--- src/rtl/bch_params.svh ---
//------------------------------
// bch(15,5,7) code constants
// lengths and generator polynomial
//------------------------------

`ifndef BCH_PARAMS_SVH
`define BCH_PARAMS_SVH

//------------------------------
// code geometry
//------------------------------

`define BCH_N 15                  // codeword bits
`define BCH_K 5                   // payload bits
`define BCH_R (`BCH_N - `BCH_K)   // parity bits, 10

//------------------------------
// generator polynomial
//------------------------------

// g(x) = x^10 + x^8 + x^5 + x^4 + x^2 + x + 1
// bit 10 is implicit in the lfsr, low 10 bits are the taps
`define BCH_GPOLY 11'h537

`endif

--- src/rtl/bch_pkg.sv ---
//------------------------------
// bch codec shared types
//------------------------------

`include "bch_params.svh"

package bch_pkg;

  //------------------------------
  // vector types
  //------------------------------

  typedef logic [`BCH_R:0]   gpoly_t;      // full g(x), msb is x^10
  typedef logic [`BCH_R-1:0] remainder_t;  // lfsr state, enc and chk

  //------------------------------
  // phase enums
  //------------------------------

  // encoder: passing payload or shifting parity out
  typedef enum logic {
    PH_DATA = 1'b0,
    PH_CODE = 1'b1
  } enc_phase_t;

  // checker: between frames or inside one
  typedef enum logic {
    CK_IDLE  = 1'b0,
    CK_FRAME = 1'b1
  } chk_phase_t;

endpackage

--- src/rtl/bch_stream_if.sv ---
//------------------------------
// bit-serial frame stream
// between encoder and checker
//------------------------------

`timescale 1ns/1ps

interface bch_stream_if;

  logic sop;  // first codeword bit
  logic eop;  // packet end, mirrored out
  logic eof;  // codeword end, closes the syndrome
  logic val;  // bit qualifier
  logic dat;  // serial codeword bit

  // producer side
  modport source (
    output sop,
    output eop,
    output eof,
    output val,
    output dat
  );

  // consumer side
  modport sink (
    input sop,
    input eop,
    input eof,
    input val,
    input dat
  );

endinterface

--- src/rtl/bch_codec_top.sv ---
//------------------------------
// bch codec datapath top
// encoder -> link -> checker
//------------------------------

`timescale 1ns/1ps

module bch_codec_top (
  input  logic iclk,
  input  logic ireset,
  input  logic iclkena,
  // source stream
  input  logic isop,
  input  logic ieop,
  input  logic ieof,
  input  logic ival,
  input  logic idat,
  // link corruption
  input  logic iflip,
  // checked stream
  output logic osop,
  output logic oeop,
  output logic oval,
  output logic odat,
  output logic odone,
  output logic oerr
);

  //------------------------------
  // encoder to checker link
  //------------------------------

  bch_stream_if link ();

  // +1 cycle, payload then parity
  bch_enc bch_enc_inst (
    .iclk    (iclk),
    .ireset  (ireset),
    .iclkena (iclkena),
    .link    (link.source),
    .isop    (isop),
    .ieop    (ieop),
    .ieof    (ieof),
    .ival    (ival),
    .idat    (idat)
  );

  // +1 cycle, flip then syndrome
  bch_syndrome_chk bch_syndrome_chk_inst (
    .iclk    (iclk),
    .ireset  (ireset),
    .iclkena (iclkena),
    .link    (link.sink),
    .iflip   (iflip),
    .osop    (osop),
    .oeop    (oeop),
    .oval    (oval),
    .odat    (odat),
    .odone   (odone),
    .oerr    (oerr)
  );

endmodule

--- src/rtl/bch_enc.sv ---
//------------------------------
// systematic bch lfsr encoder
// payload passes, parity follows
//------------------------------

`timescale 1ns/1ps

`include "bch_params.svh"

module bch_enc (
  input  logic         iclk,
  input  logic         ireset,
  input  logic         iclkena,
  bch_stream_if.source link,
  input  logic         isop,    // first payload bit
  input  logic         ieop,    // last payload bit
  input  logic         ieof,    // last codeword slot
  input  logic         ival,
  input  logic         idat
);

  import bch_pkg::*;

  //------------------------------
  // declarations
  //------------------------------

  localparam gpoly_t GPOLY = `BCH_GPOLY;

  enc_phase_t phase;
  remainder_t state;
  remainder_t state_base;   // state seen by this bit
  remainder_t state_next;
  logic       pass;         // payload bit in this cycle
  logic       fb;           // division feedback

  //------------------------------
  // lfsr next state
  //------------------------------

  assign pass       = isop | (phase == PH_DATA);  // sop bit always payload
  assign state_base = isop ? '0 : state;          // fresh division per frame

  // zero feedback in code phase just shifts the remainder out
  assign fb = pass ? (idat ^ state_base[`BCH_R-1]) : 1'b0;

  always_comb begin
    state_next[0] = GPOLY[0] & fb;
    for (int i = 1; i < `BCH_R; i++) begin
      state_next[i] = (GPOLY[i] & fb) ^ state_base[i-1];
    end
  end

  //------------------------------
  // control and flags
  //------------------------------

  always_ff @(posedge iclk or posedge ireset) begin
    if (ireset) begin
      phase    <= PH_DATA;
      state    <= '0;
      link.val <= 1'b0;
      link.sop <= 1'b0;
      link.eop <= 1'b0;
      link.eof <= 1'b0;
    end else if (iclkena) begin
      link.val <= ival;
      link.sop <= isop;
      link.eop <= ieof;   // packet ends at codeword end
      link.eof <= ieof;
      if (ival) begin
        if (isop) begin
          phase <= PH_DATA;
        end else if (ieop) begin
          phase <= PH_CODE;  // parity from next bit on
        end
        state <= state_next;
      end
    end
  end

  //------------------------------
  // serial data out
  //------------------------------

  always_ff @(posedge iclk) begin
    if (iclkena && ival) begin
      // payload as is, else remainder msb first
      link.dat <= pass ? idat : state_base[`BCH_R-1];
    end
  end

endmodule

--- src/rtl/bch_syndrome_chk.sv ---
//------------------------------
// bch syndrome checker
// flags nonzero remainder at eof
//------------------------------

`timescale 1ns/1ps

`include "bch_params.svh"

module bch_syndrome_chk (
  input  logic       iclk,
  input  logic       ireset,
  input  logic       iclkena,
  bch_stream_if.sink link,
  input  logic       iflip,   // corrupt this link bit
  output logic       osop,
  output logic       oeop,
  output logic       oval,
  output logic       odat,
  output logic       odone,   // frame checked
  output logic       oerr     // valid with odone
);

  import bch_pkg::*;

  //------------------------------
  // declarations
  //------------------------------

  localparam gpoly_t GPOLY = `BCH_GPOLY;

  chk_phase_t phase;
  remainder_t rem;
  remainder_t rem_base;
  remainder_t rem_next;
  logic       din;      // link bit after flip
  logic       fb;
  logic       done;

  //------------------------------
  // divider r = r*x + din mod g
  //------------------------------

  assign din      = link.dat ^ (iflip & link.val);  // flip only valid bits
  assign rem_base = link.sop ? '0 : rem;            // sop starts a new frame
  assign fb       = rem_base[`BCH_R-1];             // x^10 term to reduce

  assign rem_next = {rem_base[`BCH_R-2:0], din} ^ (GPOLY[`BCH_R-1:0] & {`BCH_R{fb}});

  // closing bit of a frame in progress
  assign done = link.val & link.eof & (phase == CK_FRAME);

  //------------------------------
  // frame tracking and flags
  //------------------------------

  always_ff @(posedge iclk or posedge ireset) begin
    if (ireset) begin
      phase <= CK_IDLE;
      rem   <= '0;
      osop  <= 1'b0;
      oeop  <= 1'b0;
      oval  <= 1'b0;
      odone <= 1'b0;
      oerr  <= 1'b0;
    end else if (iclkena) begin
      osop  <= link.sop;
      oeop  <= link.eop;
      oval  <= link.val;
      odone <= done;             // single pulse with oeop
      if (done) begin
        oerr <= |rem_next;       // includes the eof bit
      end
      if (link.val) begin
        rem <= rem_next;
        if (link.eof) begin
          phase <= CK_IDLE;
        end else if (link.sop) begin
          phase <= CK_FRAME;
        end
      end
    end
  end

  //------------------------------
  // mirrored data
  //------------------------------

  always_ff @(posedge iclk) begin
    if (iclkena && link.val) begin
      odat <= din;  // shows the bit as checked
    end
  end

endmodule

--- config.mk ---
export PLATFORM = sky130hd
export DESIGN_NAME = bch_codec_top
export DESIGN_NICKNAME = d
export VERILOG_FILES = /design/src/rtl/bch_pkg.sv /design/src/rtl/bch_stream_if.sv /design/src/rtl/bch_codec_top.sv /design/src/rtl/bch_enc.sv /design/src/rtl/bch_syndrome_chk.sv
export VERILOG_INCLUDE_DIRS = /design/src /design/src/rtl
export SDC_FILE = /design/constraint.sdc
export NUM_CORES = 1
export LEC_CHECK = 0
export ABC_AREA = 1
export BUFFER_PORTS_ARGS = -buffer_cell sky130_fd_sc_hd__buf_2
export CAP_MARGIN = 20
export CORE_AREA = 10 10 65 67
export CTS_CLUSTER_SIZE = 14
export DETAILED_ROUTE_END_ITERATION = 6
export DIE_AREA = 0 0 75 77
export PLACE_DENSITY = 0.72
export REMOVE_ABC_BUFFERS = 1
export SLEW_MARGIN = 15
export SYNTH_ARGS = -nofsm -noshare
export SYNTH_HDL_FRONTEND = slang
export SYNTH_SLANG_ARGS = --single-unit
--- constraint.sdc ---
create_clock -name iclk -period 1.1 [get_ports iclk]
set_input_delay 0.11 -clock iclk [delete_from_list [all_inputs] [get_ports iclk]]
set_output_delay 0.11 -clock iclk [all_outputs]
set_load 0.01 [all_outputs]
==> impl_metrics.env, run 1 <==
export IMPL_hold_ws_ns=0.0220
export IMPL_relSlewSlack=0.692
export IMPL_setup_viol=2
export IMPL_final_cell_mix="51 x nand2_1, 30 x dfrtp_1, 20 x inv_1, 20 x o21ai_0, 14 x buf_2"
export IMPL_place_gp_congestion=0.837
export IMPL_via_per_inst=5.18
export IMPL_synth_area_top_cells="dfrtp_1 51%, nand2_1 13%, o21ai_0 8.1%"
export IMPL_path_clk_slew_ns=0.10
export IMPL_drc_errors=0
export IMPL_cp_start_kind="flop"
export IMPL_holdCritPathClass="input port to flop"
export IMPL_wirelength_um=3180
export IMPL_rsz0062_at_grt="true"
export IMPL_area_growth_syn_to_layout_pct=20.6
export IMPL_fp_dieW_um=75
export IMPL_ys_types=22
export IMPL_rrSetupSlack_ns=-0.008
export IMPL_firstDrtPassIters=4
export IMPL_cts_tree="yes"
export IMPL_ios=15
export IMPL_timing_setup_tns_ns=-0.00899
export IMPL_cts_root_buf="clkbuf_4"
export IMPL_die_h_um=77
export IMPL_ys_warn_count=0
export IMPL_finClkSkew_ns=0.00559
export IMPL_violations="setup timing"
export IMPL_cts_buffers_inserted=5
export IMPL_slowest_delay_ns=0.39
export IMPL_cp_data_required_time_ns=1.34
export IMPL_cpMostUsedCell="nand2_1"
export IMPL_fin_util=0.600
export IMPL_core_rowCount=20
export IMPL_powerDensity_nw_per_um2=1640
export IMPL_worstPathCellList="buf_6 > nand2_1 > nand3_2 > nand2_1 > nor2_1 > nand3_1 > nand2_1 > inv_1"
export IMPL_drtIter0Drc=109
export IMPL_synth_area_mux_share=0
export IMPL_min_path_cells=3
export IMPL_grtUsageTotal=0.117
export IMPL_clk_insertion_delay_late_ns=0.33
export IMPL_slew_violations=0
export IMPL_period_needed_ns=1.11
export IMPL_critical_path_class="flop to flop"
export IMPL_coreArea_um2=2980
export IMPL_final_cell_count_no_fill=241
export IMPL_postSynthAreaPerCell_um2=8.36
export IMPL_ir_worst_vdd_mv=0.889
export IMPL_synth_area_um2=1480
export IMPL_initial_core_util=0.497
export IMPL_drive_gt1_frac=0.255
export IMPL_htree_levels=2
export IMPL_synth_top_family_by_area="simple AND/OR/NAND/NOR gates"
export IMPL_end_kind="flop"
export IMPL_ys_seq_area_frac=0.548
export IMPL_vias=1249
export IMPL_io_buffers=14
export IMPL_dp_cells=230
export IMPL_synth_compound_area_frac=0.111
export IMPL_grt_overflow_total=0
export IMPL_die_area_um2=5780
export IMPL_synth_top_area_frac=0.507
export IMPL_grt_max_degree=31
export IMPL_final_common_cell="nand2_1"
export IMPL_status="finished, violations left"
export IMPL_tightest_slew_ns=0.462
export IMPL_synth_xor_area_share=0.0178
export IMPL_critPathSlowestCell="dfrtp_1"
export IMPL_antenna_left=0
export IMPL_cap_violations=0
export IMPL_fin_crit_sh=1.01
export IMPL_power_leakage_nw=0.887
export IMPL_antenna_found_initial=0
export IMPL_grt_pass1_vias=1187
export IMPL_synthCells=177
export IMPL_worst_r2r_path_depth=8
export IMPL_holdPathEnd="bch_enc_inst.phase"
export IMPL_finalPower_mw=2.93
export IMPL_grt_pass1_wl_um=5250
export IMPL_wl_per_cell_um=13.2
export IMPL_reg2reg_to="bch_syndrome_chk_inst.oerr"
export IMPL_fmax_ghz=0.903
export IMPL_diodes=0
export IMPL_final_hold_violation_count=0
export IMPL_fin_nets=216
export IMPL_clock_sinks=32
export IMPL_yosysTopAreaCell="dfrtp_1"
export IMPL_yosys_register_bits=32
export IMPL_synthAdderAreaFrac=0
export IMPL_finalWorstSetupSlack_ns=-0.00797
export IMPL_cp_arrival_ns=1.34
export IMPL_worstPathMaxFanout=7
export IMPL_hold_path_startpoint="ieop"
export IMPL_clk_path_buf_depth=2
export IMPL_synth_simple_gate_area_frac=0.246
export IMPL_dp_final_hpwl_um=2290
export IMPL_r2r_start="bch_syndrome_chk_inst.rem[9]"
==> metrics by stage <==
| step | area (µm²) | setup slack, ns |
|---|---|---|
| final | 1790 | -0.00797 |
| after global routing | 1790 | -0.179 |
| after CTS | 1720 | -0.0311 |
| after detailed placement | 1650 | -0.0407 |
| after global placement | 1650 | -0.0188 |
| after floorplan | 1460 | -0.00192 |
==> cell type report <==
class                           instances  area (µm²)
Fill cell                             272        1190
Sequential cell                        32         811
Multi-Input combinational cell        116         601
Timing Repair Buffer                   28         184
Inverter                               24        90.1
Clock buffer                            8        58.8
Tap cell                               33        41.3
==> sequential cells by signal (all words and copies together), names as in the netlist <==
signal                       cells
bch_syndrome_chk_inst.odat       1
bch_enc_inst.link.dat            1
bch_syndrome_chk_inst.osop       1
bch_enc_inst.link.eop            1
bch_enc_inst.state              10
bch_syndrome_chk_inst.oerr       1
bch_enc_inst.link.sop            1
bch_syndrome_chk_inst.phase      1
bch_syndrome_chk_inst.rem       10
bch_syndrome_chk_inst.odone      1
bch_enc_inst.link.val            1
bch_syndrome_chk_inst.oval       1
bch_enc_inst.phase               1
bch_syndrome_chk_inst.oeop       1
==> routing by layer <==
layer	GRT usage	up-vias	routed length, µm
met5	0	-	0
met4	0.0473	0	42
met3	0.0502	6	132
met2	0.197	16	1750
met1	0.121	603	1250
li1	-	624	-
==> synth_stat cells (all sizes together) <==
cell type	n
o22ai	3
a21boi	1
and2	1
clkbuf	2
a22oi	1
or2	1
a21oi	2
edfxtp	2
buf	3
nand3	15
dfrtp	30
nand2	55
nor2	8
inv	24
o21ai	24
xor2	3
nand4	2
==> logic make-up after synthesis <==
| logic type | Yosys count |
|---|---|
| AOI/OAI and AO/OA | 31 |
| xor gates and xnor gates | 3 |
| buffers and inverters | 29 |
| DFF | 32 |
| and+or+nand+nor | 82 |
==> worst max path at each step <==
stage / from / end / slack (ns) / depth (start not counted)
final: bch_syndrome_chk_inst.rem[9] / bch_syndrome_chk_inst.oerr / -0.008 / 8
after global routing: bch_enc_inst.link.val / bch_syndrome_chk_inst.oerr / -0.18 / 7
after CTS: bch_syndrome_chk_inst.rem[9] / bch_syndrome_chk_inst.oerr / -0.03 / 8
after detailed placement: bch_syndrome_chk_inst.rem[9] / bch_syndrome_chk_inst.oerr / -0.04 / 8
after global placement: bch_syndrome_chk_inst.rem[9] / bch_syndrome_chk_inst.oerr / -0.02 / 8
after floorplan: bch_enc_inst.link.val / bch_syndrome_chk_inst.odat / -0.002 / 2
==> power breakdown <==
part | switching [mW] | total [mW] | internal (mW)
registers | 0.127 | 1.52 | 1.39
clock network | 0.390 | 0.705 | 0.315
logic | 0.412 | 0.709 | 0.296
==> timing repair <==
action,4_1_cts,5_1_grt
setup buffers,0,1
endpoints found under the setup margin,1,12
pin swaps,0,1
resized for setup,2,17
hold buffers,1,1
endpoints found under the hold margin,30,1
gates cloned,0,0
==> worst max-delay path, delay by kind of cell (launching register included) <==
family | cells | cell delay, ns
buffers and inverters | 2 | 0.17
AND/OR/NAND/NOR | 6 | 0.46
flip-flops | 1 | 0.39
Note: power is estimated with default switching activity, not from simulation.
==> run 2: changes to the inputs <==
Settings changed: CORE_AREA 10 10 65 67 to 10 10 82 84, DIE_AREA 0 0 75 77 to 0 0 92 94, PLACE_DENSITY 0.72 to default, SKIP_CTS_REPAIR_TIMING from default to 1.
==> run 2 against run 1 <==
The flow still finishes with violations (setup timing). Non-clock buffer count is 2 higher. Worst hold slack better by 0.014 ns. Clock power is 31% higher. Sequential share of layout area decreased by 2.3 points. Combinational power increased by 1%. Largest cell class unchanged. Setup slack worse by 0.11 ns. Register-to-register slack worse by 0.11 ns. Utilization fell by 23 points.
==> impl_metrics.env, run 2 (synthesis gave the netlist of run 1 again) <==
export IMPL_cp_start_kind="flop"
export IMPL_finalPower_mw=3.17
export IMPL_cp_data_required_time_ns=1.28
export IMPL_tightest_slew_ns=0.386
export IMPL_slew_violations=0
export IMPL_post_place_ws_ns=-0.0528
export IMPL_worstPathCellList="clkinvlp_4 > buf_6 > nand2_2 > nor2_2 > nor2_1 > nand3_1 > nand2_1 > inv_1"
export IMPL_grtUsageTotal=0.0722
export IMPL_clock_sinks=32
export IMPL_power_leakage_nw=0.904
export IMPL_wirelength_um=3110
export IMPL_antenna_found_initial=0
export IMPL_ir_worst_vdd_mv=0.749
export IMPL_critPathSlowestCell="dfrtp_1"
export IMPL_worst_r2r_path_depth=8
export IMPL_fin_nets=218
export IMPL_finClkSkew_ns=0.00503
export IMPL_crit_cells=8
export IMPL_die_area_um2=8650
export IMPL_period_needed_ns=1.22
export IMPL_worstPathMaxFanout=7
export IMPL_reg2reg_to="bch_syndrome_chk_inst.oerr"
export IMPL_wl_per_cell_um=11.1
export IMPL_final_hold_violation_count=0
export IMPL_violations="setup timing"
export IMPL_grt_pass1_vias=1169
export IMPL_area_growth_syn_to_layout_pct=27.1
export IMPL_vias=1222
export IMPL_via_per_inst=4.36
export IMPL_relSlewSlack=0.742
export IMPL_critical_path_class="flop to flop"
export IMPL_core_rowCount=26
export IMPL_ios=15
export IMPL_initial_core_util=0.292
export IMPL_crit_end="bch_syndrome_chk_inst.oerr"
export IMPL_place_gp_congestion=0.860
export IMPL_htree_levels=2
export IMPL_antenna_left=0
export IMPL_path_clk_slew_ns=0.07
export IMPL_coreArea_um2=5070
export IMPL_critPathBufInv=3
export IMPL_io_buffers=14
export IMPL_powerDensity_nw_per_um2=1680
export IMPL_setup_viol=7
export IMPL_startpoint="bch_enc_inst.link.sop"
export IMPL_end_kind="flop"
export IMPL_holdCritPathClass="input port to flop"
export IMPL_cts_tree="yes"
export IMPL_cts_root_buf="clkbuf_8"
export IMPL_clk_insertion_delay_late_ns=0.28
export IMPL_fp_dieW_um=92
export IMPL_dp_final_hpwl_um=2220
export IMPL_drive_gt1_frac=0.281
export IMPL_r2r_start="bch_enc_inst.link.sop"
export IMPL_clk_path_buf_depth=2
export IMPL_slowest_delay_ns=0.39
export IMPL_final_common_cell="nand2_1"
export IMPL_grt_max_degree=31
export IMPL_status="finished, violations left"
export IMPL_finalWorstSetupSlack_ns=-0.120
export IMPL_rsz0062_at_grt="true"
export IMPL_firstDrtPassIters=4
export IMPL_grt_overflow_total=0
export IMPL_drtIter0Drc=51
export IMPL_rrSetupSlack_ns=-0.12
export IMPL_fmax_ghz=0.820
export IMPL_fin_crit_sh=1.11
export IMPL_drc_errors=0
export IMPL_cts_buffers_inserted=5
export IMPL_final_cell_mix="48 x nand2_1, 30 x dfrtp_1, 20 x inv_1"
export IMPL_diodes=0
export IMPL_die_h_um=94
export IMPL_crit_family="buffers and inverters"
export IMPL_cp_arrival_ns=1.40
export IMPL_cap_violations=0
export IMPL_biggestRegsByFlops="bch_enc_inst.state x10, bch_syndrome_chk_inst.rem x10"
export IMPL_grt_pass1_wl_um=5210
run 2: worst min path at each step:
stage / endpoint / cells after the start / startpoint
final: bch_enc_inst.link.eop / 3 / ieof
after global routing: bch_enc_inst.link.eop / 3 / ieof
after CTS: bch_syndrome_chk_inst.rem[8] / 3 / ireset
after detailed placement: bch_syndrome_chk_inst.rem[8] / 3 / ireset
after global placement: bch_syndrome_chk_inst.rem[8] / 3 / ireset
after floorplan: bch_syndrome_chk_inst.oeop / 1 / iclkena
run 2: stage by stage:
stage	TNS (ns)	std cells	cell area, µm²	utilization	hold WS, ns
after global routing	-0.971	280	1880	0.371	0.0636
after CTS	-0.0724	276	1790	0.353	-0.0890
after detailed placement	-0.0528	268	1700	0.336	0.213
after floorplan	-0.00192	172	1460	-	0.195
after global placement	-0.0611	268	1700	0.336	0.211
final	-0.429	280	1880	0.371	0.0364
run 2: cell type report:
class                      instances  area [µm²]
multi-input combinational        116         603
inverter                          24        93.8
sequential                        32         811
tap                               70        87.6
fill                             532        3190
timing repair buffer              30         196
clock buffer                       8        90.1
run 2: per-layer routing:
metal  vias up  global-route usage  routed length [µm]
met1       576              0.0856                1470
met4         0              0.0206                  23
li1        627                   -                   -
met2        17               0.118                1490
met5         -                   0                   0
met3         2              0.0288                 131
run 2: worst min-delay path, delay by kind of cell:
family	cells	cell delay, ns
compound gates	1	0.05
simple gates	1	0.04
buf+inv	1	0.07
run 2: where the power goes:
group / leakage [nW] / switching [mW] / total [mW] / internal (mW)
Sequential: 0.400 / 0.131 / 1.53 / 1.40
Combinational: 0.458 / 0.411 / 0.716 / 0.305
Clock: 0.0455 / 0.415 / 0.925 / 0.510
==> run 3: changes to the inputs <==
Settings changed: CELL_PAD_IN_SITES_DETAIL_PLACEMENT from default to 0, CELL_PAD_IN_SITES_GLOBAL_PLACEMENT from default to 1, PLACE_DENSITY_LB_ADDON from default to 0.1, SLEW_MARGIN 15 to default.
==> run 3 against run 2 <==
The run now ends clean. Wire length is 5.8% higher. Maximum frequency is 11% higher. Clock skew is 0.0028 ns lower. Clock power is 6.4% lower. Total power is 2.1% lower. Critical path depth is 1 lower. Die area stayed put. Global-route usage is 0.96 points higher. Critical endpoint unchanged. Largest power group unchanged.
==> impl_metrics.env, run 3 (synthesis gave the netlist of run 1 again) <==
export IMPL_cts_root_buf="clkbuf_8"
export IMPL_wl_per_cell_um=11.7
export IMPL_slowest_delay_ns=0.39
export IMPL_crit_family="flip-flops"
export IMPL_multiInputGateArea_um2=584
export IMPL_timing_setup_tns_ns=0
export IMPL_place_gp_congestion=0.758
export IMPL_clk_insertion_delay_late_ns=0.28
export IMPL_area_growth_syn_to_layout_pct=26.9
export IMPL_min_path_cells=3
export IMPL_cap_violations=0
export IMPL_via_per_inst=4.33
export IMPL_final_cell_mix="48 x nand2_1, 29 x dfrtp_1, 20 x inv_1, 20 x o21ai_0, 15 x buf_4"
export IMPL_fp_dieW_um=92
export IMPL_powerDensity_nw_per_um2=1650
export IMPL_reg2reg_to="bch_syndrome_chk_inst.oerr"
export IMPL_die_h_um=94
export IMPL_firstDrtPassIters=4
export IMPL_coreArea_um2=5070
export IMPL_period_needed_ns=1.10
export IMPL_post_dp_cell_area_um2=1740
export IMPL_final_common_cell="nand2_1"
export IMPL_tightest_slew_ns=0.394
export IMPL_design_area_um2=1880
export IMPL_cts_tree="yes"
export IMPL_io_buffers=14
export IMPL_grt_pass1_vias=1151
export IMPL_die_area_um2=8650
export IMPL_critical_path_class="flop to flop"
export IMPL_antenna_left=0
export IMPL_fin_crit_sh=1.00
export IMPL_worstPathCellList="buf_4 > buf_4 > o21ai_1 > nand2_1 > nand3_1 > nand2_1 > inv_1"
export IMPL_biggestRegsByFlops="bch_enc_inst.state x10, bch_syndrome_chk_inst.rem x10"
export IMPL_grt_overflow_total=0
export IMPL_crit_cells=7
export IMPL_rsz0062_at_grt="true"
export IMPL_core_rowCount=26
export IMPL_cp_arrival_ns=1.32
export IMPL_vias=1220
export IMPL_rrSetupSlack_ns=0.0004
export IMPL_ios=15
export IMPL_seqCellArea_um2=812
export IMPL_drtIter0Drc=69
export IMPL_drive_gt1_frac=0.269
export IMPL_htree_levels=2
export IMPL_r2r_start="bch_enc_inst.link.sop"
export IMPL_dp_final_hpwl_um=2320
export IMPL_slew_violations=0
export IMPL_critPathSlowestCell="dfrtp_1"
export IMPL_fin_nets=220
export IMPL_cts_buffers_inserted=5
export IMPL_end_kind="flop"
export IMPL_setup_viol=0
export IMPL_cp_start_kind="flop"
export IMPL_status="finished clean"
export IMPL_final_hold_violation_count=0
export IMPL_grtUsageTotal=0.0818
export IMPL_crit_end="bch_syndrome_chk_inst.oerr"
export IMPL_ir_worst_vdd_mv=0.672
export IMPL_worstPathMaxFanout=2
export IMPL_antenna_found_initial=0
export IMPL_drc_errors=0
export IMPL_critPathBufInv=3
export IMPL_worst_r2r_path_depth=7
export IMPL_initial_core_util=0.292
export IMPL_clock_sinks=32
export IMPL_grt_max_degree=31
export IMPL_nFillCells=561
export IMPL_fmax_ghz=0.909
export IMPL_fin_util=0.370
export IMPL_power_leakage_nw=0.912
export IMPL_grt_pass1_wl_um=5710
export IMPL_cp_data_required_time_ns=1.32
export IMPL_holdCritPathClass="input port to flop"
export IMPL_diodes=0
export IMPL_finClkSkew_ns=0.00228
export IMPL_startpoint="bch_enc_inst.link.sop"
export IMPL_path_clk_slew_ns=0.07
export IMPL_wirelength_um=3290
export IMPL_clk_path_buf_depth=2
export IMPL_relSlewSlack=0.737
## run 3: cell types whose count changed in the layout (fill, tap and decap cells not counted), sizes merged
cell	previous run	this run
clkinv	0	1
clkbuf	8	7
buf	29	31
inv	23	24
clkinvlp	1	0
## run 3: per-layer routing
layer  track usage  wire length, µm  vias to the layer above
li1              -                -                      635
met1         0.114             1720                      564
met2         0.112             1420                       15
met3        0.0304              106                        6
met4        0.0270               44                        0
met5             0                0                        -
## run 3: cell type report
type	count	share of cell area
Inverter	24	0.0480
Clock inverter	1	0.00200
Timing Repair Buffer	32	0.119
Multi-Input combinational cell	116	0.311
Sequential cell	32	0.432
Clock buffer	7	0.0406
Tap cell	70	0.0466
## run 3: through the flow
stage | hold WS [ns] | cells | power [mW] | setup WS, ns
2_1_floorplan | 0.195 | 172 | 1.94 | -0.00192
4_1_cts | -0.0903 | 279 | 3.10 | -0.0830
3_3_place_gp | 0.211 | 271 | 2.21 | -0.106
6_report | 0.0346 | 282 | 3.10 | 0.000414
3_5_place_dp | 0.217 | 271 | 2.21 | -0.0804
5_1_grt | 0.0766 | 282 | 3.35 | -0.0812
## run 3: where the power goes
part / leakage, nW / switching [mW] / internal, mW
sequential: 0.399 / 0.130 / 1.40
combinational: 0.474 / 0.392 / 0.319
clock: 0.0399 / 0.425 / 0.440
## run 3: how the worst min path moves through the flow
stage                                 end    start  slack [ns]
6_report            bch_enc_inst.link.eop     ieof        0.03
5_1_grt             bch_enc_inst.link.eop     ieof        0.08
4_1_cts        bch_syndrome_chk_inst.oval   ireset       -0.09
3_5_place_dp   bch_syndrome_chk_inst.oeop   ireset        0.22
3_3_place_gp   bch_syndrome_chk_inst.oval   ireset        0.21
2_1_floorplan  bch_syndrome_chk_inst.oeop  iclkena        0.19
## run 3: worst min-delay path: cells and delay by family
family	cells	cell delay (ns)
AOI/OAI and AO/OA	1	0.05
buffers and inverters	1	0.07
and+or+nand+nor	1	0.04
